File: src/rv_defs.svh
/* RV64 slice constants
   major opcodes, function codes, machine CSR addresses and credit depths */
`ifndef RV_DEFS_SVH
`define RV_DEFS_SVH

// major opcodes
`define OPCODE_LUI     7'b0110111
`define OPCODE_AUIPC   7'b0010111
`define OPCODE_OPIMM   7'b0010011
`define OPCODE_OP      7'b0110011
`define OPCODE_SYSTEM  7'b1110011

// funct3 for OP and OP-IMM
`define FUNCT3_ADD     3'b000
`define FUNCT3_SLL     3'b001
`define FUNCT3_XOR     3'b100
`define FUNCT3_SRL     3'b101
`define FUNCT3_OR      3'b110
`define FUNCT3_AND     3'b111

// funct3 for SYSTEM
`define FUNCT3_CSRRW   3'b001
`define FUNCT3_CSRRS   3'b010
`define FUNCT3_CSRRC   3'b011
`define FUNCT3_CSRRWI  3'b101
`define FUNCT3_CSRRSI  3'b110
`define FUNCT3_CSRRCI  3'b111

`define CSR_MSTATUS    12'h300
`define CSR_MTVEC      12'h305
`define CSR_MSCRATCH   12'h340
`define CSR_MEPC       12'h341

// queue slots double as the initial upstream credit
`define IN_DEPTH       4
`define WB_CREDITS     2

`endif

File: src/rv_pkg.sv
/* RV64 slice shared types
   data words, decode enums and the instruction word union */
package rv_pkg;

  typedef logic [63:0] xlen_t;
  typedef logic [4:0]  reg_idx_t;

  typedef enum logic [2:0] {ITYPE_NONE, ITYPE_R, ITYPE_I, ITYPE_U} itype_e;

  typedef enum logic [3:0] {
    ALU_ADD, ALU_SUB, ALU_XOR, ALU_OR, ALU_AND, ALU_SLL, ALU_SRL, ALU_PASS
  } alu_op_e;

  typedef enum logic [1:0] {CSR_NONE, CSR_WRITE, CSR_SET, CSR_CLEAR} csr_op_e;

  typedef struct packed {
    logic [6:0] funct7;
    reg_idx_t   rs2;
    reg_idx_t   rs1;
    logic [2:0] funct3;
    reg_idx_t   rd;
    logic [6:0] opcode;
  } inst_r_t;

  // imm is also the CSR address, rs1 the CSR zimm
  typedef struct packed {
    logic [11:0] imm;
    reg_idx_t    rs1;
    logic [2:0]  funct3;
    reg_idx_t    rd;
    logic [6:0]  opcode;
  } inst_i_t;

  typedef union packed {
    inst_r_t r;
    inst_i_t i;
  } inst_word_u;

endpackage

File: src/regfile.sv
/* integer register file
   32 x 64-bit, two combinational reads, one write, x0 reads zero */
`timescale 1ns/1ps

module regfile (
  input  logic             i_clk,
  input  logic             i_rst_n,
  input  rv_pkg::reg_idx_t i_rs1,
  input  rv_pkg::reg_idx_t i_rs2,
  input  logic             i_wen,
  input  rv_pkg::reg_idx_t i_rd,
  input  rv_pkg::xlen_t    i_wdata,
  output rv_pkg::xlen_t    o_rs1_data,
  output rv_pkg::xlen_t    o_rs2_data
);

  rv_pkg::xlen_t regs [32];

  always_ff @(posedge i_clk or negedge i_rst_n) begin
    if (!i_rst_n) begin
      for (int i = 0; i < 32; i++) begin
        regs[i] <= '0;
      end
    end else if (i_wen && (i_rd != '0)) begin
      regs[i_rd] <= i_wdata;
    end
  end

  // x0 hardwired
  assign o_rs1_data = (i_rs1 == '0) ? '0 : regs[i_rs1];
  assign o_rs2_data = (i_rs2 == '0) ? '0 : regs[i_rs2];

endmodule

File: config.mk
export PLATFORM = sky130hd
export DESIGN_NAME = regfile
export DESIGN_NICKNAME = d
export VERILOG_FILES = /design/src/rv_defs.svh /design/src/rv_pkg.sv /design/src/regfile.sv
export SDC_FILE = /design/constraint.sdc
export NUM_CORES = 2
export LEC_CHECK = 0
export ABC_CLOCK_PERIOD_IN_PS = 4900
export BUFFER_PORTS_ARGS = -buffer_cell sky130_fd_sc_hd__buf_2
export CAP_MARGIN = 20
export CORE_MARGIN = 1.5
export CORE_UTILIZATION = 42
export DETAILED_ROUTE_END_ITERATION = 7
export GPL_TIMING_DRIVEN = 0
export PLACE_DENSITY = 0.66
export REMOVE_ABC_BUFFERS = 1
export SLEW_MARGIN = 10
export SYNTH_ARGS = -nofsm -noshare
export SYNTH_HDL_FRONTEND = slang
export SYNTH_SLANG_ARGS = --single-unit
File: constraint.sdc
create_clock -name i_clk -period 4.9 [get_ports i_clk]
set_input_delay 0.49 -clock i_clk [delete_from_list [all_inputs] [get_ports i_clk]]
set_output_delay 0.49 -clock i_clk [all_outputs]
set_load 0.05 [all_outputs]
==> metrics.cfg <==
[timing]
clock_skew_ps = 0
rsz0062_at_grt = no
fmax_mhz = 210
finalCritPeriodShare_pct = 97.0
maxSlewHeadroom_pct = 17.0
hold_viol = 0
period_minus_slack_ps = 4760
finalSetupViolCount = 0
tightest_slew_ps = 1210
slew_violations = 0

[die]
core-area_um2 = 257000
row_count = 186
dieWidth_um = 511
start_util_pct = 42.2
die_area_um2 = 261000
fp.dieH_um = 511
ios = 210

[cells_and_area]
drive_gt1_share_pct = 54.3
final_area_um2 = 123000
regMostFlops = regs
areaGrowthSynthToFinish_pct = 13.1
finalNonFillerCells = 10376
largest_register_ffs = 2048
n_fill_cell = 21611
top_regs = regs x2048
fin_nets = 6874

[global_route]
met1_usage_pct = 33.3
grt_pass1_wl_um = 485000
grt_max_degree = 160
top_usage_layer = met2
met3_usage_pct = 4.24
grt_pass1_vias = 70580
antenna_found_initial = 41
grt_overflow = 0
grt_use_met2_pct = 40.9
track_usage_pct = 25.1

[setup_path]
cp_top_family = buffers and inverters
cpMostUsedCell = buf_16
crit_arrival_ps = 4270
start_kind = primary input
r2r_setup_slack_ps = 4020
path_cells = buf_8 -> buf_16 -> buf_16 -> buf_16 -> nand2b_2 -> a211oi_1 -> a2111oi_0 -> or4_1 -> buf_2
path_buf_inv = 5
critPathMaxStageDelay_ps = 970
critPathMaxFanout = 78
end_kind = output pin
cp_slowest_cell = a2111oi_0
cp.required_ps = 4410
worst-setup-path-type = in2out

[place]
hpwl_um = 203000
dpl.cell_count = 9951
gp_congestion = 0.749
port-buffer-count = 209
place_area_um2 = 115000

[clocking]
clockBufferDepth = 3
clk_latency_ps = 860
cts_tree = done
cts_setup_buffers = 0
cts-buffers-inserted = 215
clock-sinks = 2048
path_clk_slew_ps = 60
htree_levels = 4
clock_tree.root_cell = clkbuf_16

[routing]
wl_per_cell_um = 31.7
routed_wl_um = 329000
via_per_inst = 6.36
drt_first_pass_iters = 5
drc_errors = 0
first_iter_violations = 5446
vias = 65957
ant_nets = 0

[outcome]
outcome = completed

[logic_synthesis]
ys_async_sr_fraction_pct = 100
synth.distinct_cells = 48
avgSynthCellArea_um2 = 15.6
synthesis.area_um2 = 108000
syn_inst = 6963
synth_ff_type = dfrtp_1
ys_warn_count = 0
synth_top_cell_area_share_pct = 47.3
synth_area_leaders = dfrtp_1 47%, mux2_2 21%, mux4_2 20%
ys_seq_area_share_pct = 47.3
synth-edff-count = 0
yosys.area.top_type = dfrtp_1
ys_ff_latch = 2048

[power]
power_density_nw_per_um2 = 411
peakVddDrop_v = 0.000391
power_leakage_nw = 53.2

[run]
maxCapViolations = 0

[min_path]
min_path_type = in2async

[routing by layer]
layer  up-vias  share of wire [%]
met5         -              0.033
met3       689                6.4
li1      26638                  -
met2      2528                 48
met1     36084                 41
met4        18                4.1
[power by group]
| group | switching, mW | internal (mW) |
|---|---|---|
| logic | 4.83 | 6.24 |
| clock network | 6.97 | 9.96 |
| registers | 2.32 | 20.1 |
| total | 14.1 | 36.3 |
[timing repair]
item	in CTS	in global routing
pin swaps	0	0
resized for setup	3	1
hold buffers	1	0
endpoints found under the setup margin	22	17
gates cloned	5	1
hold endpoints to repair	262	0
[area by class of cell]
class | instances | area (um2) | share of cell area, %
antenna | 18 | 45.0 | 0.0367
tap | 3384 | 4230 | 3.45
clock inverter | 55 | 771 | 0.628
multi-input combinational | 4108 | 53900 | 44.0
sequential | 2048 | 51200 | 41.8
timing repair buffer | 419 | 5900 | 4.81
clock buffer | 344 | 6520 | 5.32
[per-stage QoR]
stage               hold WS, ps  util (%)  setup slack, ps  TNS [ps]  total power [mW]
floorplan                   194         -              434         0              29.9
global placement            360      42.9           -41340         -              34.1
detailed placement          363      44.8             -661     -9680              33.7
CTS                         104      47.8             17.7         0              50.7
global route                158      47.8             34.6         0              52.5
finish                      134      47.8              145         0              50.5
[path summary, 6_finish.rpt]
| kind | start | to | cells after the start |
|---|---|---|---|
| max in group asynchronous | i_rst_n | regs[1320] | 6 |
| min in group i_clk | i_rd[0] | regs[1132] | 3 |
| worst min register to register | regs[1987] | regs[1987] | 0 |
| worst min-delay path | i_rst_n | regs[1019] | 2 |
| worst max register to register | regs[1843] | regs[1843] | 1 |
| worst max-delay path | i_rs2[1] | o_rs2_data[55] | 9 |
[Yosys cell counts, types with 17 or more instances]
cell type  instances
a22oi_1           26
buf_1             51
buf_2            286
buf_4             26
clkbuf_1         434
dfrtp_1         2048
mux2_2          2008
mux2i_1          520
mux4_2           968
nand2_1           40
nor2_1            30
nor2b_1           39
nor3_1            17
o22a_1            17
o22ai_1          182
or2_1             71
[logic make-up after synthesis]
logic type             after synthesis  synth area share, %
multiplexers                      3510                 45.9
AND/OR/NAND/NOR                    270                 1.41
flip-flops                        2048                 47.3
buffers and inverters              807                 3.28
AO/OA/AOI/OAI                      328                 2.14
[layout by cell type, fill, tap and decap left out, types with 27 or more instances in the layout]
cell / Yosys / final
o22ai_1: 182 / 182
buf_2: 286 / 200
mux2i_1: 520 / 520
buf_8: 0 / 37
dfrtp_1: 2048 / 2048
nor2b_1: 39 / 36
clkbuf_8: 0 / 51
clkinv_2: 0 / 27
mux2_2: 2008 / 2008
buf_12: 0 / 54
nand2_1: 40 / 27
mux4_2: 968 / 968
clkbuf_1: 434 / 71
or2_1: 71 / 71
buf_16: 0 / 105
clkbuf_16: 0 / 223
Note: power is estimated with default switching activity, not from simulation.
