`config.mk`:
```
export PLATFORM = sky130hd
export DESIGN_NAME = csr_file
export DESIGN_NICKNAME = d
export VERILOG_FILES = /design/src/rv_pkg.sv /design/src/csr_file.sv
export VERILOG_INCLUDE_DIRS = /design/src /design/src/src
export SDC_FILE = /design/constraint.sdc
export NUM_CORES = 1
export LEC_CHECK = 0
export BUFFER_PORTS_ARGS = -buffer_cell sky130_fd_sc_hd__buf_2
export CAP_MARGIN = 20
export CORE_ASPECT_RATIO = 1.75
export CORE_MARGIN = 10
export CORE_UTILIZATION = 45
export CTS_CLUSTER_DIAMETER = 60
export DETAILED_ROUTE_END_ITERATION = 16
export PLACE_DENSITY = 0.72
export SETUP_SLACK_MARGIN = 0.5
export SLEW_MARGIN = 25
export SYNTH_ARGS = -nofsm -noshare
export SYNTH_HDL_FRONTEND = slang
export SYNTH_SLANG_ARGS = --single-unit
```
`constraint.sdc`:
```
create_clock -name i_clk -period 3.09 [get_ports i_clk]
set_input_delay 0.618 -clock i_clk [delete_from_list [all_inputs] [get_ports i_clk]]
set_output_delay 0.618 -clock i_clk [all_outputs]
set_load 0.02 [all_outputs]
```
`src/rv_defs.svh`:
```
/* RV64 slice constants
   major opcodes, function codes, machine CSR addresses and credit depths */
`ifndef RV_DEFS_SVH
`define RV_DEFS_SVH

// major opcodes
`define OPCODE_LUI     7'b0110111
`define OPCODE_AUIPC   7'b0010111
`define OPCODE_OPIMM   7'b0010011
`define OPCODE_OP      7'b0110011
`define OPCODE_SYSTEM  7'b1110011

// funct3 for OP and OP-IMM
`define FUNCT3_ADD     3'b000
`define FUNCT3_SLL     3'b001
`define FUNCT3_XOR     3'b100
`define FUNCT3_SRL     3'b101
`define FUNCT3_OR      3'b110
`define FUNCT3_AND     3'b111

// funct3 for SYSTEM
`define FUNCT3_CSRRW   3'b001
`define FUNCT3_CSRRS   3'b010
`define FUNCT3_CSRRC   3'b011
`define FUNCT3_CSRRWI  3'b101
`define FUNCT3_CSRRSI  3'b110
`define FUNCT3_CSRRCI  3'b111

`define CSR_MSTATUS    12'h300
`define CSR_MTVEC      12'h305
`define CSR_MSCRATCH   12'h340
`define CSR_MEPC       12'h341

// queue slots double as the initial upstream credit
`define IN_DEPTH       4
`define WB_CREDITS     2

`endif

```
`src/rv_pkg.sv`:
```
/* RV64 slice shared types
   data words, decode enums and the instruction word union */
package rv_pkg;

  typedef logic [63:0] xlen_t;
  typedef logic [4:0]  reg_idx_t;

  typedef enum logic [2:0] {ITYPE_NONE, ITYPE_R, ITYPE_I, ITYPE_U} itype_e;

  typedef enum logic [3:0] {
    ALU_ADD, ALU_SUB, ALU_XOR, ALU_OR, ALU_AND, ALU_SLL, ALU_SRL, ALU_PASS
  } alu_op_e;

  typedef enum logic [1:0] {CSR_NONE, CSR_WRITE, CSR_SET, CSR_CLEAR} csr_op_e;

  typedef struct packed {
    logic [6:0] funct7;
    reg_idx_t   rs2;
    reg_idx_t   rs1;
    logic [2:0] funct3;
    reg_idx_t   rd;
    logic [6:0] opcode;
  } inst_r_t;

  // imm is also the CSR address, rs1 the CSR zimm
  typedef struct packed {
    logic [11:0] imm;
    reg_idx_t    rs1;
    logic [2:0]  funct3;
    reg_idx_t    rd;
    logic [6:0]  opcode;
  } inst_i_t;

  typedef union packed {
    inst_r_t r;
    inst_i_t i;
  } inst_word_u;

endpackage

```
`src/csr_file.sv`:
```
/* machine CSR file
   mstatus, mtvec, mscratch and mepc with write, set and clear */
`timescale 1ns/1ps
`include "rv_defs.svh"

module csr_file (
  input  logic            i_clk,
  input  logic            i_rst_n,
  input  logic            i_en,
  input  logic [11:0]     i_addr,
  input  rv_pkg::csr_op_e i_op,
  input  rv_pkg::xlen_t   i_wdata,
  output rv_pkg::xlen_t   o_rdata
);

  rv_pkg::xlen_t mstatus;
  rv_pkg::xlen_t mtvec;
  rv_pkg::xlen_t mscratch;
  rv_pkg::xlen_t mepc;
  rv_pkg::xlen_t wval;

  always_comb begin
    case (i_addr)
      `CSR_MSTATUS:  o_rdata = mstatus;
      `CSR_MTVEC:    o_rdata = mtvec;
      `CSR_MSCRATCH: o_rdata = mscratch;
      `CSR_MEPC:     o_rdata = mepc;
      default:       o_rdata = '0;
    endcase
  end

  always_comb begin
    case (i_op)
      rv_pkg::CSR_WRITE: wval = i_wdata;
      rv_pkg::CSR_SET:   wval = o_rdata | i_wdata;
      rv_pkg::CSR_CLEAR: wval = o_rdata & ~i_wdata;
      default:           wval = o_rdata;
    endcase
  end

  always_ff @(posedge i_clk or negedge i_rst_n) begin
    if (!i_rst_n) begin
      mstatus  <= '0;
      mtvec    <= '0;
      mscratch <= '0;
      mepc     <= '0;
    end else if (i_en && (i_op != rv_pkg::CSR_NONE)) begin
      // unknown addresses fall through untouched
      case (i_addr)
        `CSR_MSTATUS:  mstatus  <= wval;
        `CSR_MTVEC:    mtvec    <= wval;
        `CSR_MSCRATCH: mscratch <= wval;
        `CSR_MEPC:     mepc     <= wval;
        default:       ;
      endcase
    end
  end

endmodule

```
==> impl_metrics.ini <==
[status]
outcome = finished clean

[critical_path]
required_ps = 2470
worst_setup_path_start_kind = input pin
critPathMaxFanout = 6
cp_common_cell = buf_6
rr_endpoint = mstatus[62]
end_kind = primary output
cp.arrival_ps = 2220
rr_worst_depth = 4
crit_type = in2out
critPathSlowestCell = or4b_4
critical-path-max-stage-delay_ps = 530
worst-r2r-setup-slack_ps = 1620
cp_cell_sequence = buf_6, or4b_4, or3_4, buf_6, buf_16, nor2_4, buf_6
worstReg2RegStart = mtvec[62]

[yosys]
avgSynthCellArea_um2 = 8.78
postSynth.asyncResetShare_pct = 100
synth_fp_nets = 1704
synth_edf_count = 0
yosysWarnings = 0
synth_top_cell_area_share_pct = 44.9
syn_inst = 1623
synth_area_leaders = dfrtp_1 45%, a31oi_1 22%, nand3b_1 6.7%
syn-cell-area_um2 = 14300
synth-seq-area-share_pct = 44.9
synth_cell_types = 39
synth_top_flop_cell = dfrtp_1
ys_seq_elements = 256
synth_top_cell_by_area = dfrtp_1

[placed_design]
place_hpwl_um = 27900
place.gp.congestion = 0.800
dp_slack_ps = 229
io_buffers = 144

[cells_and_area]
syn_to_final_growth_pct = 16.7
final_common_cell = a31oi_1
final_cell_mix = 504 x a31oi_1, 256 x dfrtp_1, 160 x nor2_1
drive_gt1_share_pct = 16.8
antennaDiodeCount = 0
finalNetCount = 1746

[routing]
vias = 14365
viasPerCell = 6.94
drt-pass1-iter-count = 8
drc_errors = 0
drt-total-wl_um = 49000
ant_nets = 0
dr.first_iter.drc_count = 1641
wl_per_cell_um = 23.7

[floorplan]
die_w_um = 155
placement_rows = 86
ios = 145
die_height_um = 255
core_area_um2 = 31400
start_util_pct = 45.4
design.die.area_um2 = 39500

[timing]
tns_ps = 0
clock.fmax_ghz = 0.353
period_share_pct = 91.8
report.final.hold_viol_count = 0
worst_pin_slew_ps = 738
timing.final.ws_setup_ps = 254
timing.slew.headroom_pct = 50.8
setup_viol = 0
rsz0062_at_grt = yes
report.final.slew_viol_count = 0
fin_hold_ws_ps = 94.9
min_period_ps = 2840
fin_skew_ps = 9.10

[grt]
grt_usage_pct = 23.5
first_global_vias = 14531
grt_max_degree = 125
antenna_found_initial = 2
grt_overflow = 0
grt_pass1_wl_um = 78100

[clock_network]
clock-sinks = 256
htree_num_levels = 1
insertion_delay_ps = 530
cts_root_buf = clkbuf_16
clkSlewWorstSetupHoldPaths_ps = 60
cts_tree = yes
cts_made_buffers = 23
clk_path_buf_depth = 3

[power]
power.total_w = 0.00694
seqPwrFrac_pct = 48.7
power_leakage_nw = 6.81
cellPowerDensity_nw_per_um2 = 417
combPwrFrac_pct = 10.8
p_sw_w = 0.00180
clkPwrFrac_pct = 40.5
p_int_w = 0.00515
swShare_pct = 25.9
ir_worst_vdd_uv = 407

[job]
cap_viol_max_count = 0

[hold_path]
hold_path_class = in2async
worst max-delay path by stage:
| stage | from | endpoint | cells past startpoint |
|---|---|---|---|
| floorplan | i_addr[11] | o_rdata[10] | 5 |
| CTS | i_addr[11] | o_rdata[56] | 6 |
| global route | i_addr[11] | o_rdata[30] | 6 |
| detailed placement | i_addr[11] | o_rdata[56] | 6 |
| finish | i_addr[11] | o_rdata[47] | 7 |
| global placement | i_addr[11] | o_rdata[21] | 6 |
cells in the mapped netlist, types with 2 or more instances:
cell	number
or3_1	2
a21oi_1	63
nand3b_1	127
dfrtp_1	256
buf_1	12
nand2b_1	2
inv_1	5
nand2_1	126
buf_2	57
a31oi_1	505
nor2_1	191
nand3_1	3
o211ai_1	63
buf_4	6
nand4b_1	2
clkbuf_1	112
o21ai_0	3
mux2i_1	67
kinds of logic (layout without fill, tap and decap cells):
logic type | count (synthesis) | after routing | share of synthesized area (%)
mux | 67 | 67 | 4.70
buf+inv | 193 | 244 | 5.74
simple gates | 466 | 466 | 16.3
flops | 256 | 256 | 44.9
compound gates | 639 | 639 | 28.2
xor+xnor | 2 | 2 | 0.123
state kept, by name (all words and copies together) (netlist names):
| name | count |
|---|---|
| mtvec | 64 |
| mscratch | 64 |
| mepc | 64 |
| mstatus | 64 |
power by group through the flow:
stage,combinational [W],sequential [W],clock [W]
final,0.000749,0.00338,0.00281
after global routing,0.000795,0.00338,0.00297
after CTS,0.000734,0.00338,0.00285
after detailed placement,0.000731,0.00345,0
after global placement,0.000722,0.00344,0
after floorplan,0.000371,0.00344,0
metal layers:
metal	up-vias	track usage (%)	wire (µm)	share of wire [%]
met1	7100	29.3	18500	38
met3	139	3.62	4300	8.8
met5	-	0	20	0.041
met4	4	11.1	1820	3.7
li1	6275	-	-	-
met2	847	39.0	24300	50
worst max-delay path, delay by kind of cell:
family / cells / cell delay (ps)
buf+inv: 4 / 510
simple gates: 3 / 1080
what timing repair did:
item                       CTS  global route
resized for setup           31            19
cloned                       2             0
hold buffers                 0             0
pin swaps                    1             0
setup endpoints to repair   64            64
setup buffers                2             1
final cells by class:
class                      instances  area (µm²)
clock buffer                      29         618
sequential                       256        6410
fill                            2875       14800
multi-input combinational       1174        7270
inverter                           6        27.5
tap                              396         495
clock inverter                     5        81.3
timing repair buffer             204        1740
stage by stage:
| step | instance area (µm²) | std cells | util [%] |
|---|---|---|---|
| floorplan | 14400 | 1623 | - |
| global placement | 15700 | 2031 | 50.0 |
| detailed placement | 15700 | 2031 | 50.0 |
| CTS | 16600 | 2069 | 52.7 |
| global route | 16600 | 2070 | 53.0 |
| finish | 16600 | 2070 | 53.0 |
Power figures use the tool's default switching activity.
