==> config.mk <==
export PLATFORM = sky130hd
export DESIGN_NAME = inst_queue
export DESIGN_NICKNAME = d
export VERILOG_FILES = /design/src/rv_pkg.sv /design/src/inst_queue.sv
export VERILOG_INCLUDE_DIRS = /design/src /design/src/src
export SDC_FILE = /design/constraint.sdc
export NUM_CORES = 1
export LEC_CHECK = 0
export ABC_AREA = 1
export CAP_MARGIN = 30
export CORE_MARGIN = 5
export CORE_UTILIZATION = 60
export DETAILED_ROUTE_END_ITERATION = 8
export DONT_BUFFER_PORTS = 1
export PLACE_DENSITY = 0.77
export RECOVER_POWER = 50
export REMOVE_ABC_BUFFERS = 1
export SYNTH_ARGS = -nofsm -noshare
export SYNTH_HDL_FRONTEND = slang
export SYNTH_SLANG_ARGS = --single-unit
==> constraint.sdc <==
create_clock -name i_clk -period 5.6 [get_ports i_clk]
set_clock_uncertainty 0.2 [all_clocks]
set_input_delay 0.56 -clock i_clk [delete_from_list [all_inputs] [get_ports i_clk]]
set_output_delay 0.56 -clock i_clk [all_outputs]
set_load 0.1 [all_outputs]
==> src/rv_defs.svh <==
/* RV64 slice constants
   major opcodes, function codes, machine CSR addresses and credit depths */
`ifndef RV_DEFS_SVH
`define RV_DEFS_SVH

// major opcodes
`define OPCODE_LUI     7'b0110111
`define OPCODE_AUIPC   7'b0010111
`define OPCODE_OPIMM   7'b0010011
`define OPCODE_OP      7'b0110011
`define OPCODE_SYSTEM  7'b1110011

// funct3 for OP and OP-IMM
`define FUNCT3_ADD     3'b000
`define FUNCT3_SLL     3'b001
`define FUNCT3_XOR     3'b100
`define FUNCT3_SRL     3'b101
`define FUNCT3_OR      3'b110
`define FUNCT3_AND     3'b111

// funct3 for SYSTEM
`define FUNCT3_CSRRW   3'b001
`define FUNCT3_CSRRS   3'b010
`define FUNCT3_CSRRC   3'b011
`define FUNCT3_CSRRWI  3'b101
`define FUNCT3_CSRRSI  3'b110
`define FUNCT3_CSRRCI  3'b111

`define CSR_MSTATUS    12'h300
`define CSR_MTVEC      12'h305
`define CSR_MSCRATCH   12'h340
`define CSR_MEPC       12'h341

// queue slots double as the initial upstream credit
`define IN_DEPTH       4
`define WB_CREDITS     2

`endif

==> src/rv_pkg.sv <==
/* RV64 slice shared types
   data words, decode enums and the instruction word union */
package rv_pkg;

  typedef logic [63:0] xlen_t;
  typedef logic [4:0]  reg_idx_t;

  typedef enum logic [2:0] {ITYPE_NONE, ITYPE_R, ITYPE_I, ITYPE_U} itype_e;

  typedef enum logic [3:0] {
    ALU_ADD, ALU_SUB, ALU_XOR, ALU_OR, ALU_AND, ALU_SLL, ALU_SRL, ALU_PASS
  } alu_op_e;

  typedef enum logic [1:0] {CSR_NONE, CSR_WRITE, CSR_SET, CSR_CLEAR} csr_op_e;

  typedef struct packed {
    logic [6:0] funct7;
    reg_idx_t   rs2;
    reg_idx_t   rs1;
    logic [2:0] funct3;
    reg_idx_t   rd;
    logic [6:0] opcode;
  } inst_r_t;

  // imm is also the CSR address, rs1 the CSR zimm
  typedef struct packed {
    logic [11:0] imm;
    reg_idx_t    rs1;
    logic [2:0]  funct3;
    reg_idx_t    rd;
    logic [6:0]  opcode;
  } inst_i_t;

  typedef union packed {
    inst_r_t r;
    inst_i_t i;
  } inst_word_u;

endpackage

==> src/inst_queue.sv <==
/* instruction queue
   circular FIFO of instructions and PCs, returns one upstream credit per pop */
`timescale 1ns/1ps
`include "rv_defs.svh"

module inst_queue (
  input  logic               i_clk,
  input  logic               i_rst_n,
  input  logic               i_push,
  input  rv_pkg::inst_word_u i_inst,
  input  rv_pkg::xlen_t      i_pc,
  input  logic               i_pop,
  output logic               o_empty,
  output rv_pkg::inst_word_u o_inst,
  output rv_pkg::xlen_t      o_pc,
  output logic               o_credit
);

  localparam int PW = $clog2(`IN_DEPTH);
  localparam int CW = $clog2(`IN_DEPTH + 1);

  rv_pkg::inst_word_u inst_mem [`IN_DEPTH];
  rv_pkg::xlen_t      pc_mem   [`IN_DEPTH];
  logic [PW-1:0]      wr_ptr;
  logic [PW-1:0]      rd_ptr;
  logic [CW-1:0]      count;
  logic               full;

  assign full    = (count == CW'(`IN_DEPTH));
  assign o_empty = (count == '0);
  assign o_inst  = inst_mem[rd_ptr];
  assign o_pc    = pc_mem[rd_ptr];

  always_ff @(posedge i_clk) begin
    if (i_push) begin
      inst_mem[wr_ptr] <= i_inst;
      pc_mem[wr_ptr]   <= i_pc;
    end
  end

  always_ff @(posedge i_clk or negedge i_rst_n) begin
    if (!i_rst_n) begin
      wr_ptr   <= '0;
      rd_ptr   <= '0;
      count    <= '0;
      o_credit <= 1'b0;
    end else begin
      o_credit <= i_pop;
      if (i_push) begin
        wr_ptr <= (wr_ptr == PW'(`IN_DEPTH - 1)) ? '0 : wr_ptr + 1'b1;
      end
      if (i_pop) begin
        rd_ptr <= (rd_ptr == PW'(`IN_DEPTH - 1)) ? '0 : rd_ptr + 1'b1;
      end
      case ({i_push, i_pop})
        2'b10:   count <= count + 1'b1;
        2'b01:   count <= count - 1'b1;
        default: count <= count;
      endcase
    end
  end

  // a push into a full queue means the source spent a credit it did not hold
  a_no_overflow: assert property (@(posedge i_clk) disable iff (!i_rst_n)
    i_push |-> !full)
    else $error("instruction pushed into full queue");

endmodule

==> results.sh <==
export IMPL_tightest_slew_ns=1.41
export IMPL_fill_cells=1653
export IMPL_grt_pass1_wl_um=47000
export IMPL_status="completed"
export IMPL_drt_iter0_drc=770
export IMPL_rsz0062_at_grt="false"
export IMPL_yosysSeqAreaShare_pct=75.1
export IMPL_place_gp_congestion=0.738
export IMPL_cts_root_buffer="clkbuf_16"
export IMPL_die_w_um=171
export IMPL_slew_headroom_pct=5.73
export IMPL_worstHoldPathType="input port to flip-flop"
export IMPL_cts_tree="yes"
export IMPL_clock_latency_ns=0.50
export IMPL_syn_area_mm2=0.0156
export IMPL_required_ns=4.84
export IMPL_yosys_area_top_type="edfxtp_1"
export IMPL_io_buffers=0
export IMPL_cts_buffers_inserted=39
export IMPL_postCtsSetupBuffers=0
export IMPL_grt_pass1_vias=8935
export IMPL_coreArea_mm2=0.0258
export IMPL_path_max_fanout=184
export IMPL_post_route_period_util_pct=70.5
export IMPL_synth_cell_types=21
export IMPL_drv_slew=0
export IMPL_wl_per_cell_um=18.8
export IMPL_slowest_delay_ns=0.74
export IMPL_htree_levels=2
export IMPL_setup_slack_ns=1.65
export IMPL_setup_violations_final=0
export IMPL_routed_wl_um=30700
export IMPL_hold_viol=0
export IMPL_cp_arrival_ns=3.19
export IMPL_syn_area_per_cell_um2=13.3
export IMPL_drv_cap=0
export IMPL_netlist_instances=1173
export IMPL_rows=59
export IMPL_ys_flop_type="edfxtp_1"
export IMPL_ys_top_cells_by_area="edfxtp_1 74%, o211ai_1 9.2%, nand2_1 7.2%"
export IMPL_initial_core_util_pct=60.5
export IMPL_synth_edf_count=384
export IMPL_grt_antenna_before_repair=5
export IMPL_synth_top_cell_area_share_pct=73.8
export IMPL_vias=8934
export IMPL_drc=0
export IMPL_crit_chain="inv_8 > buf_4 > o211ai_1 > nand2_1"
export IMPL_end_kind="primary output"
export IMPL_via_per_inst=5.47
export IMPL_grt_total_usage_pct=20.6
export IMPL_drt_first_pass_iters=5
export IMPL_synthArstFlopShare_pct=2.04
export IMPL_grt_overflow=0
export IMPL_yosys_register_bits=392
export IMPL_worst_setup_path_start_kind="flip-flop"
export IMPL_yosysMostFrequentCell="edfxtp_1"
export IMPL_crit_path_top_delay_cell="nand2_1"
export IMPL_period_minus_slack_ns=3.95
export IMPL_max_freq_mhz=253
export IMPL_syn_to_final_growth_pct=16.5
export IMPL_place_ws_ns=2.24
export IMPL_clk_pin_slew_worst_paths_ns=0.06
export IMPL_ioPinCount=198
export IMPL_ant_nets=0
export IMPL_nets=1372
export IMPL_die_area_mm2=0.0294
export IMPL_yosys_warnings=0
export IMPL_clockBufferDepth=3
export IMPL_fin_setup_tns_ns=0
export IMPL_cts_sinks=392
export IMPL_hpwlAfterDp_um=16800
export IMPL_ys_top_cells_by_count="384 x edfxtp_1, 300 x nand2_1, 205 x inv_1"
export IMPL_die_y_um=171
export IMPL_grt_max_degree=185
export IMPL_crit_type="flip-flop to primary output"
export IMPL_drive_above_1_share_pct=6.11
[layer usage]
metal / GRT usage [%] / share of wire, %
met1: 24.7 / 39
met2: 36.9 / 52
met3: 5.38 / 6.8
met4: 6.44 / 2.2
met5: 0 / 0.023
[area by class of cell]
cell class                 instances  area [um^2]  area share [%]
multi-input combinational        510         2730            15.0
antenna                            6         15.0          0.0825
sequential                       392        11700            64.5
tap                              335          419            2.30
inverter                         207          795            4.37
timing repair buffer             115         1200            6.60
clock buffer                      48         1050            5.78
clock inverter                    21          254            1.40
[registers in the layout (all words and copies together), names as in the netlist]
signal,cells
pc_mem,256
inst_mem,128
wr_ptr,2
rd_ptr,2
o_credit,1
count,3
[final timing paths]
kind | start | endpoint | slack [ns] | cells past startpoint
max in group asynchronous | i_rst_n | rd_ptr[1] | 4.65 | 1
setup / recovery | rd_ptr[0] | o_inst[25] | 1.65 | 4
min in group asynchronous | i_rst_n | o_credit | 0.22 | 1
hold / removal | i_push | wr_ptr[0] | 0.07 | 3
hold reg to reg | count[0] | count[0] | 0.32 | 1
setup reg to reg | wr_ptr[0] | pc_mem[3][15] | 2.35 | 5
[cell usage in the layout, fill, tap and decap left out]
cell type,instances
a21oi_1,1
buf_12,1
buf_16,3
buf_4,11
bufinv_16,6
clkbuf_1,7
clkbuf_16,42
clkinv_1,7
clkinv_2,5
clkinvlp_2,2
clkinvlp_4,3
dfrtp_1,7
dfrtp_4,1
diode_2,6
dlygate4sd3_1,99
edfxtp_1,384
fa_1,1
ha_1,6
inv_1,201
inv_4,3
inv_8,1
nand2_1,300
nand3_1,1
nand4_1,1
nor2_1,1
nor3_2,1
o211ai_1,192
o21ai_0,4
o21ai_1,1
xnor2_1,1
[kinds of logic after synthesis]
logic type / count (synthesis) / share of synthesized area, %
xor+xnor: 1 / 0.0561
buf+inv: 271 / 7.51
simple gates: 304 / 7.33
compound gates: 198 / 9.42
fa+ha+maj: 7 / 0.609
flops: 392 / 75.1
[metrics by stage]
stage | hold slack, ns | util (%) | instance area, um^2 | std cells
6_report | 0.0691 | 70.4 | 18200 | 1634
5_1_grt | 0.0783 | 70.4 | 18200 | 1632
4_1_cts | 0.0610 | 70.3 | 18200 | 1627
3_5_place_dp | 0.0647 | 61.4 | 15900 | 1459
3_3_place_gp | 0.0647 | 61.1 | 15800 | 1456
2_1_floorplan | 0.0644 | - | 15200 | 1109
[worst max-delay path, delay by kind of cell, from the launching register on]
kind | cells | cell delay (ns)
AOI/OAI and AO/OA | 1 | 0.16
and+or+nand+nor | 1 | 0.74
buffers and inverters | 2 | 1.11
DFF | 1 | 0.45
[what timing repair did]
item / CTS / global route
hold buffers: 99 / 0
endpoints found under the hold margin: 397 / 0
resized for setup: 0 / 0
endpoints found under the setup margin: 0 / 0
Power is left out: the tool's default activity adds up to more than one toggle a clock period on the data nets, which glitch-free logic cannot reach.
