$ cat config.mk
export PLATFORM = sky130hd
export DESIGN_NAME = id_unit
export DESIGN_NICKNAME = d
export VERILOG_FILES = /design/src/rv_pkg.sv /design/src/id_unit.sv
export VERILOG_INCLUDE_DIRS = /design/src /design/src/src
export SDC_FILE = /design/constraint.sdc
export NUM_CORES = 1
export LEC_CHECK = 0
export ABC_AREA = 1
export ABC_CLOCK_PERIOD_IN_PS = 2600
export CORE_AREA = 4 4 197 199
export DETAILED_ROUTE_END_ITERATION = 16
export DIE_AREA = 0 0 201 203
export DONT_BUFFER_PORTS = 1
export MAX_ROUTING_LAYER = met4
export PLACE_DENSITY = 0.31
export SYNTH_ARGS = -nofsm -noshare
export SYNTH_HDL_FRONTEND = slang
export SYNTH_SLANG_ARGS = --single-unit
$ cat constraint.sdc
create_clock -name vclk -period 2.6
set_input_delay 0 -clock vclk [all_inputs]
set_output_delay 0 -clock vclk [all_outputs]
set_load 0.01 [all_outputs]
$ cat src/rv_defs.svh
/* RV64 slice constants
   major opcodes, function codes, machine CSR addresses and credit depths */
`ifndef RV_DEFS_SVH
`define RV_DEFS_SVH

// major opcodes
`define OPCODE_LUI     7'b0110111
`define OPCODE_AUIPC   7'b0010111
`define OPCODE_OPIMM   7'b0010011
`define OPCODE_OP      7'b0110011
`define OPCODE_SYSTEM  7'b1110011

// funct3 for OP and OP-IMM
`define FUNCT3_ADD     3'b000
`define FUNCT3_SLL     3'b001
`define FUNCT3_XOR     3'b100
`define FUNCT3_SRL     3'b101
`define FUNCT3_OR      3'b110
`define FUNCT3_AND     3'b111

// funct3 for SYSTEM
`define FUNCT3_CSRRW   3'b001
`define FUNCT3_CSRRS   3'b010
`define FUNCT3_CSRRC   3'b011
`define FUNCT3_CSRRWI  3'b101
`define FUNCT3_CSRRSI  3'b110
`define FUNCT3_CSRRCI  3'b111

`define CSR_MSTATUS    12'h300
`define CSR_MTVEC      12'h305
`define CSR_MSCRATCH   12'h340
`define CSR_MEPC       12'h341

// queue slots double as the initial upstream credit
`define IN_DEPTH       4
`define WB_CREDITS     2

`endif

$ cat src/rv_pkg.sv
/* RV64 slice shared types
   data words, decode enums and the instruction word union */
package rv_pkg;

  typedef logic [63:0] xlen_t;
  typedef logic [4:0]  reg_idx_t;

  typedef enum logic [2:0] {ITYPE_NONE, ITYPE_R, ITYPE_I, ITYPE_U} itype_e;

  typedef enum logic [3:0] {
    ALU_ADD, ALU_SUB, ALU_XOR, ALU_OR, ALU_AND, ALU_SLL, ALU_SRL, ALU_PASS
  } alu_op_e;

  typedef enum logic [1:0] {CSR_NONE, CSR_WRITE, CSR_SET, CSR_CLEAR} csr_op_e;

  typedef struct packed {
    logic [6:0] funct7;
    reg_idx_t   rs2;
    reg_idx_t   rs1;
    logic [2:0] funct3;
    reg_idx_t   rd;
    logic [6:0] opcode;
  } inst_r_t;

  // imm is also the CSR address, rs1 the CSR zimm
  typedef struct packed {
    logic [11:0] imm;
    reg_idx_t    rs1;
    logic [2:0]  funct3;
    reg_idx_t    rd;
    logic [6:0]  opcode;
  } inst_i_t;

  typedef union packed {
    inst_r_t r;
    inst_i_t i;
  } inst_word_u;

endpackage

$ cat src/id_unit.sv
/* instruction decode unit
   splits the word into fields, picks operands, ALU op and CSR access */
`timescale 1ns/1ps
`include "rv_defs.svh"

module id_unit (
  input  logic               i_ena,
  input  rv_pkg::inst_word_u i_inst,
  input  rv_pkg::xlen_t      i_pc,
  input  rv_pkg::xlen_t      i_rs1_data,
  input  rv_pkg::xlen_t      i_rs2_data,
  input  rv_pkg::xlen_t      i_csr_rdata,
  output rv_pkg::reg_idx_t   o_rs1,
  output rv_pkg::reg_idx_t   o_rs2,
  output rv_pkg::reg_idx_t   o_rd,
  output logic               o_rd_wen,
  output rv_pkg::xlen_t      o_op1,
  output rv_pkg::xlen_t      o_op2,
  output rv_pkg::alu_op_e    o_alu_op,
  output logic               o_illegal,
  output logic [11:0]        o_csr_addr,
  output rv_pkg::csr_op_e    o_csr_op,
  output rv_pkg::xlen_t      o_csr_wdata
);

  logic [6:0]     opcode;
  logic [2:0]     funct3;
  rv_pkg::itype_e itype;
  rv_pkg::xlen_t  imm_i;
  rv_pkg::xlen_t  imm_u;
  rv_pkg::xlen_t  shamt;
  rv_pkg::xlen_t  zimm;
  logic           illegal;

  assign opcode = i_inst.r.opcode;
  assign funct3 = i_inst.r.funct3;
  assign imm_i  = {{52{i_inst.i.imm[11]}}, i_inst.i.imm};
  assign imm_u  = {{32{i_inst[31]}}, i_inst[31:12], 12'b0};
  // RV64 shifts use a 6-bit shamt
  assign shamt  = {58'd0, i_inst.i.imm[5:0]};
  assign zimm   = {59'd0, i_inst.i.rs1};

  always_comb begin
    case (opcode)
      `OPCODE_LUI,
      `OPCODE_AUIPC:  itype = rv_pkg::ITYPE_U;
      `OPCODE_OPIMM,
      `OPCODE_SYSTEM: itype = rv_pkg::ITYPE_I;
      `OPCODE_OP:     itype = rv_pkg::ITYPE_R;
      default:        itype = rv_pkg::ITYPE_NONE;
    endcase
  end

  always_comb begin
    o_rs1       = '0;
    o_rs2       = '0;
    o_rd        = '0;
    o_op1       = '0;
    o_op2       = '0;
    o_alu_op    = rv_pkg::ALU_ADD;
    o_csr_addr  = '0;
    o_csr_op    = rv_pkg::CSR_NONE;
    o_csr_wdata = '0;
    illegal     = 1'b0;
    if (i_ena) begin
      o_rd = i_inst.r.rd;
      case (itype)
        rv_pkg::ITYPE_R: begin
          o_rs1 = i_inst.r.rs1;
          o_rs2 = i_inst.r.rs2;
          o_op1 = i_rs1_data;
          o_op2 = i_rs2_data;
          case ({i_inst.r.funct7, funct3})
            {7'h00, `FUNCT3_ADD}: o_alu_op = rv_pkg::ALU_ADD;
            {7'h20, `FUNCT3_ADD}: o_alu_op = rv_pkg::ALU_SUB;
            {7'h00, `FUNCT3_XOR}: o_alu_op = rv_pkg::ALU_XOR;
            {7'h00, `FUNCT3_OR}:  o_alu_op = rv_pkg::ALU_OR;
            {7'h00, `FUNCT3_AND}: o_alu_op = rv_pkg::ALU_AND;
            default:              illegal  = 1'b1;
          endcase
        end
        rv_pkg::ITYPE_I: begin
          if (opcode == `OPCODE_SYSTEM) begin
            // old CSR value passes through to rd
            o_op1      = i_csr_rdata;
            o_alu_op   = rv_pkg::ALU_PASS;
            o_csr_addr = i_inst.i.imm;
            o_csr_wdata = funct3[2] ? zimm : i_rs1_data;
            if (!funct3[2]) begin
              o_rs1 = i_inst.i.rs1;
            end
            case (funct3)
              `FUNCT3_CSRRW, `FUNCT3_CSRRWI: o_csr_op = rv_pkg::CSR_WRITE;
              `FUNCT3_CSRRS, `FUNCT3_CSRRSI: o_csr_op = rv_pkg::CSR_SET;
              `FUNCT3_CSRRC, `FUNCT3_CSRRCI: o_csr_op = rv_pkg::CSR_CLEAR;
              default:                       illegal  = 1'b1;
            endcase
          end else begin
            o_rs1 = i_inst.i.rs1;
            o_op1 = i_rs1_data;
            o_op2 = imm_i;
            case (funct3)
              `FUNCT3_ADD: o_alu_op = rv_pkg::ALU_ADD;
              `FUNCT3_XOR: o_alu_op = rv_pkg::ALU_XOR;
              `FUNCT3_OR:  o_alu_op = rv_pkg::ALU_OR;
              `FUNCT3_AND: o_alu_op = rv_pkg::ALU_AND;
              `FUNCT3_SLL: begin
                o_alu_op = rv_pkg::ALU_SLL;
                o_op2    = shamt;
                illegal  = (i_inst.i.imm[11:6] != 6'd0);
              end
              `FUNCT3_SRL: begin
                // srai has imm[10] set and is not supported
                o_alu_op = rv_pkg::ALU_SRL;
                o_op2    = shamt;
                illegal  = (i_inst.i.imm[11:6] != 6'd0);
              end
              default: illegal = 1'b1;
            endcase
          end
        end
        rv_pkg::ITYPE_U: begin
          if (opcode == `OPCODE_LUI) begin
            o_op1    = imm_u;
            o_alu_op = rv_pkg::ALU_PASS;
          end else begin
            o_op1    = i_pc;
            o_op2    = imm_u;
            o_alu_op = rv_pkg::ALU_ADD;
          end
        end
        default: illegal = 1'b1;
      endcase
    end
  end

  assign o_illegal = illegal;
  assign o_rd_wen  = i_ena && !illegal;

endmodule

==> flow_results.org <==
** Power and ir drop
- Leakage Power :: 4.326 nW
- In this run the power density over the cells is between 40 and 50 nW/um^2.
- Tot Pwr :: roughly 0.32 mW
- The worst-case IR drop observed on VDD is 19.54 uV.

** Clocking
- Buffers inserted to repair hold after CTS numbered 0.
- Once the clock tree was built, the setup fixing pass inserted 0 buffers.
- Post-cts sizing count :: 0

** Critical path
- Of all nets on the critical path, the largest fanout is 33.
- Required @ worst endpoint :: 2.60 ns
- STA classifies the critical path endpoint as an output port.
- At the worst endpoint, the arrival time is roughly 2.1 ns.
- Startpoint type of the worst setup path :: primary input
- By startpoint and endpoint, the worst setup path is classified as in -> out.

** Global route
- The initial antenna violation count came to 0.
- For this run, the total global-route usage over all layers was measured as 16.81%.
- Via count of the first global-routing pass :: between 8000 and 9000
- Entering global routing, the biggest net connects 106 pins.
- The first global-routing pass estimated between 50000 and 60000 um of wire.
- Grt ovf :: 0

** Worst hold path
- Min-delay worst type :: in -> out

** Die
- The floorplan step set the die width to 201 um.
- around 520 I/O pins were placed.
- The initial utilization of the core area, before any placement, comes to between 10% and 20%.
- The die is around 200 um tall.
- Row Count :: a little over 70
- The floorplan step defined a die boundary enclosing between 40000 and 50000 um^2.
- Core box area :: around 37000 um^2

** STA
- WHS :: 0.09734 ns
- In this run the tightest slew margin relative to its limit is between 40 and 50%.
- Setup violations remaining at the end of the flow were counted as 0.
- Setup repair after global routing left no endpoint under its margin.
- Final hold violation count :: 0
- The number of max-slew violations in the final report came to 0.
- At the pin with the least slew margin, the transition time is a little over 0.8 ns.
- Highest attainable clock frequency :: roughly 470 MHz
- Setup TNS :: 0 ns
- The final critical path takes up 82.18% of the cycle.
- The worst path needs between 2 and 2.5 ns of the cycle, external delays included.

** Routing
- The first routing iteration left 616 violations.
- The final layout contains routed wiring with a total length of approximately 36000 um.
- Average routed wire per standard cell :: between 20 and 25 um
- For this run, the detailed router's first-pass iteration total came to 5.
- The count of nets left with antenna violations once routing finished came out at 0.
- After detailed routing, the number of remaining DRC violations is 0.
- After detailed routing, the number of vias per cell comes to between 4 and 5.
- The routed layout has about 8300 vias.

** Placed design
- The count of buffers added on input and output ports is 0.
- Placed cell count :: roughly 1800
- Post-detail-place hpwl :: about 28000 um
- In this run the cell area measured after placement is 6977 um^2.
- At the end of routability-driven placement, the weighted congestion stood at around 0.84.

** Yosys
- Synthesis warning total :: 0
- Cell taking the most area after synthesis :: sky130_fd_sc_hd__nand2_1
- After technology mapping, the gate count stands at about 1300.
- Fraction of the yosys area taken by sequential cells :: 0%
- The number of nets handed over by synthesis was between 1500 and 2000.
- Count of unique library cells instantiated by Yosys :: 25
- The mapped netlist covers approximately 5600 um^2.
- Synthesized area per cell :: roughly 4.4 um^2
- After synthesis, the cell types taking the most area are sky130_fd_sc_hd__nand2_1 (32%), sky130_fd_sc_hd__nand3_1 (17%), sky130_fd_sc_hd__inv_1 (15%).
- Share of the synthesized area in the top cell type :: roughly a third

** Cells and area
- Area overhead of the layout relative to synthesis :: 24.97%
- In the final layout, the share of cells above drive strength 1 is a little under an eighth.
- Summing all flip-flop and latch instances after layout gives 0 um^2.
- The finished cells cover between 6000 and 7000 um^2.
- Layout sequential cell count :: 0
- Final cell count without fillers :: approximately 1800
- Clock buffer count in the final layout :: 0
- At the end of the flow, the number of nets in the layout was roughly 1600.
- Inserted Diodes :: 0

** Status
- The flow ran to the end, and the final reports show no timing, DRC or antenna violations.

** Flow run
- Number of violations of the max-capacitance limit :: 0
[through the flow]
step	util, %	worst slack, ns
6_report	18.74	0.4634
3_3_place_gp	18.74	0.4276
3_5_place_dp	18.74	0.4042
5_1_grt	18.74	0.1819
2_1_floorplan	-	0.5044
4_1_cts	18.74	0.3987
[final timing paths]
path	endpoint	cells after the start	from
setup / recovery	o_op2[44]	13	i_inst[1]
hold / removal	o_rd[4]	2	i_ena
[cell families (layout without fill, tap and decap cells)]
kind of cell | Yosys count | after routing | share of synthesized area (%)
and+or+nand+nor | 846 | 846 | 66.85
buffers and inverters | 337 | 375 | 23.58
AOI/OAI and AO/OA | 89 | 89 | 8.606
adders and majority gates | 4 | 4 | 0.8965
other | 1 | 1 | 0.06717
[cells in the final DEF (no fill, tap or decap)]
cell / n
sky130_fd_sc_hd__o21ai_1: 8
sky130_fd_sc_hd__nand2_1: 471
sky130_fd_sc_hd__nor2_4: 4
sky130_fd_sc_hd__buf_12: 7
sky130_fd_sc_hd__nand4_2: 1
sky130_fd_sc_hd__a211oi_1: 5
sky130_fd_sc_hd__clkinv_1: 1
sky130_fd_sc_hd__nor3_4: 1
sky130_fd_sc_hd__or2_1: 1
sky130_fd_sc_hd__a32oi_1: 6
sky130_fd_sc_hd__o21ai_0: 9
sky130_fd_sc_hd__nand3_4: 1
sky130_fd_sc_hd__buf_4: 136
sky130_fd_sc_hd__nor3_1: 60
sky130_fd_sc_hd__inv_2: 2
sky130_fd_sc_hd__inv_1: 229
sky130_fd_sc_hd__ha_4: 3
sky130_fd_sc_hd__nor2_1: 58
sky130_fd_sc_hd__ha_1: 1
sky130_fd_sc_hd__nand3_1: 189
sky130_fd_sc_hd__a21oi_1: 61
sky130_fd_sc_hd__nand3b_1: 52
sky130_fd_sc_hd__nand4_1: 6
sky130_fd_sc_hd__nand2_4: 2
sky130_fd_sc_hd__conb_1: 1
[per-layer routing]
layer / GRT usage (%) / up-vias / routed length [um]
met5: - / - / 0
met4: 2.630 / 0 / 597
met3: 2.380 / 33 / 2290
met2: 31.04 / 392 / 18760
met1: 19.75 / 3891 / 14780
li1: - / 4004 / -
[where the power goes]
| group | total, mW | switching [mW] | internal [mW] |
|---|---|---|---|
| logic | 0.320 | 0.217 | 0.102 |
| clock network | 0 | 0 | 0 |
| registers | 0 | 0 | 0 |
[cells in the mapped netlist (all sizes together)]
library cell and number:
inv 231, nand3b 52, nor2 62, o21ai 17, or2 1, nand3 190
clkinv 1, nor3 61, ha 4, conb 1, nand2 473, a211oi 5
a32oi 6, buf 49, nand4 7, a21oi 61, clkbuf 56
[critical path, stage by stage]
cell and delay [ns]:
sky130_fd_sc_hd__nand2_1 0.20, sky130_fd_sc_hd__nor3_4 0.06, sky130_fd_sc_hd__inv_1 0.07, sky130_fd_sc_hd__nor2_1 0.04, sky130_fd_sc_hd__a21oi_1 0.36, sky130_fd_sc_hd__inv_1 0.20, sky130_fd_sc_hd__ha_4 0.31, sky130_fd_sc_hd__nand3_1 0.12
sky130_fd_sc_hd__nand2_1 0.07, sky130_fd_sc_hd__inv_2 0.38, sky130_fd_sc_hd__nand2_1 0.13, sky130_fd_sc_hd__nand2_1 0.09, sky130_fd_sc_hd__inv_1 0.08
[cell type report]
class | instances | area [um^2]
Timing Repair Buffer | 143 | 1161
Multi-Input combinational cell | 940 | 4352
Tap cell | 474 | 593.1
Fill cell | 4488 | 30250
Inverter | 232 | 870.8
(Power assumes the default switching activity.)
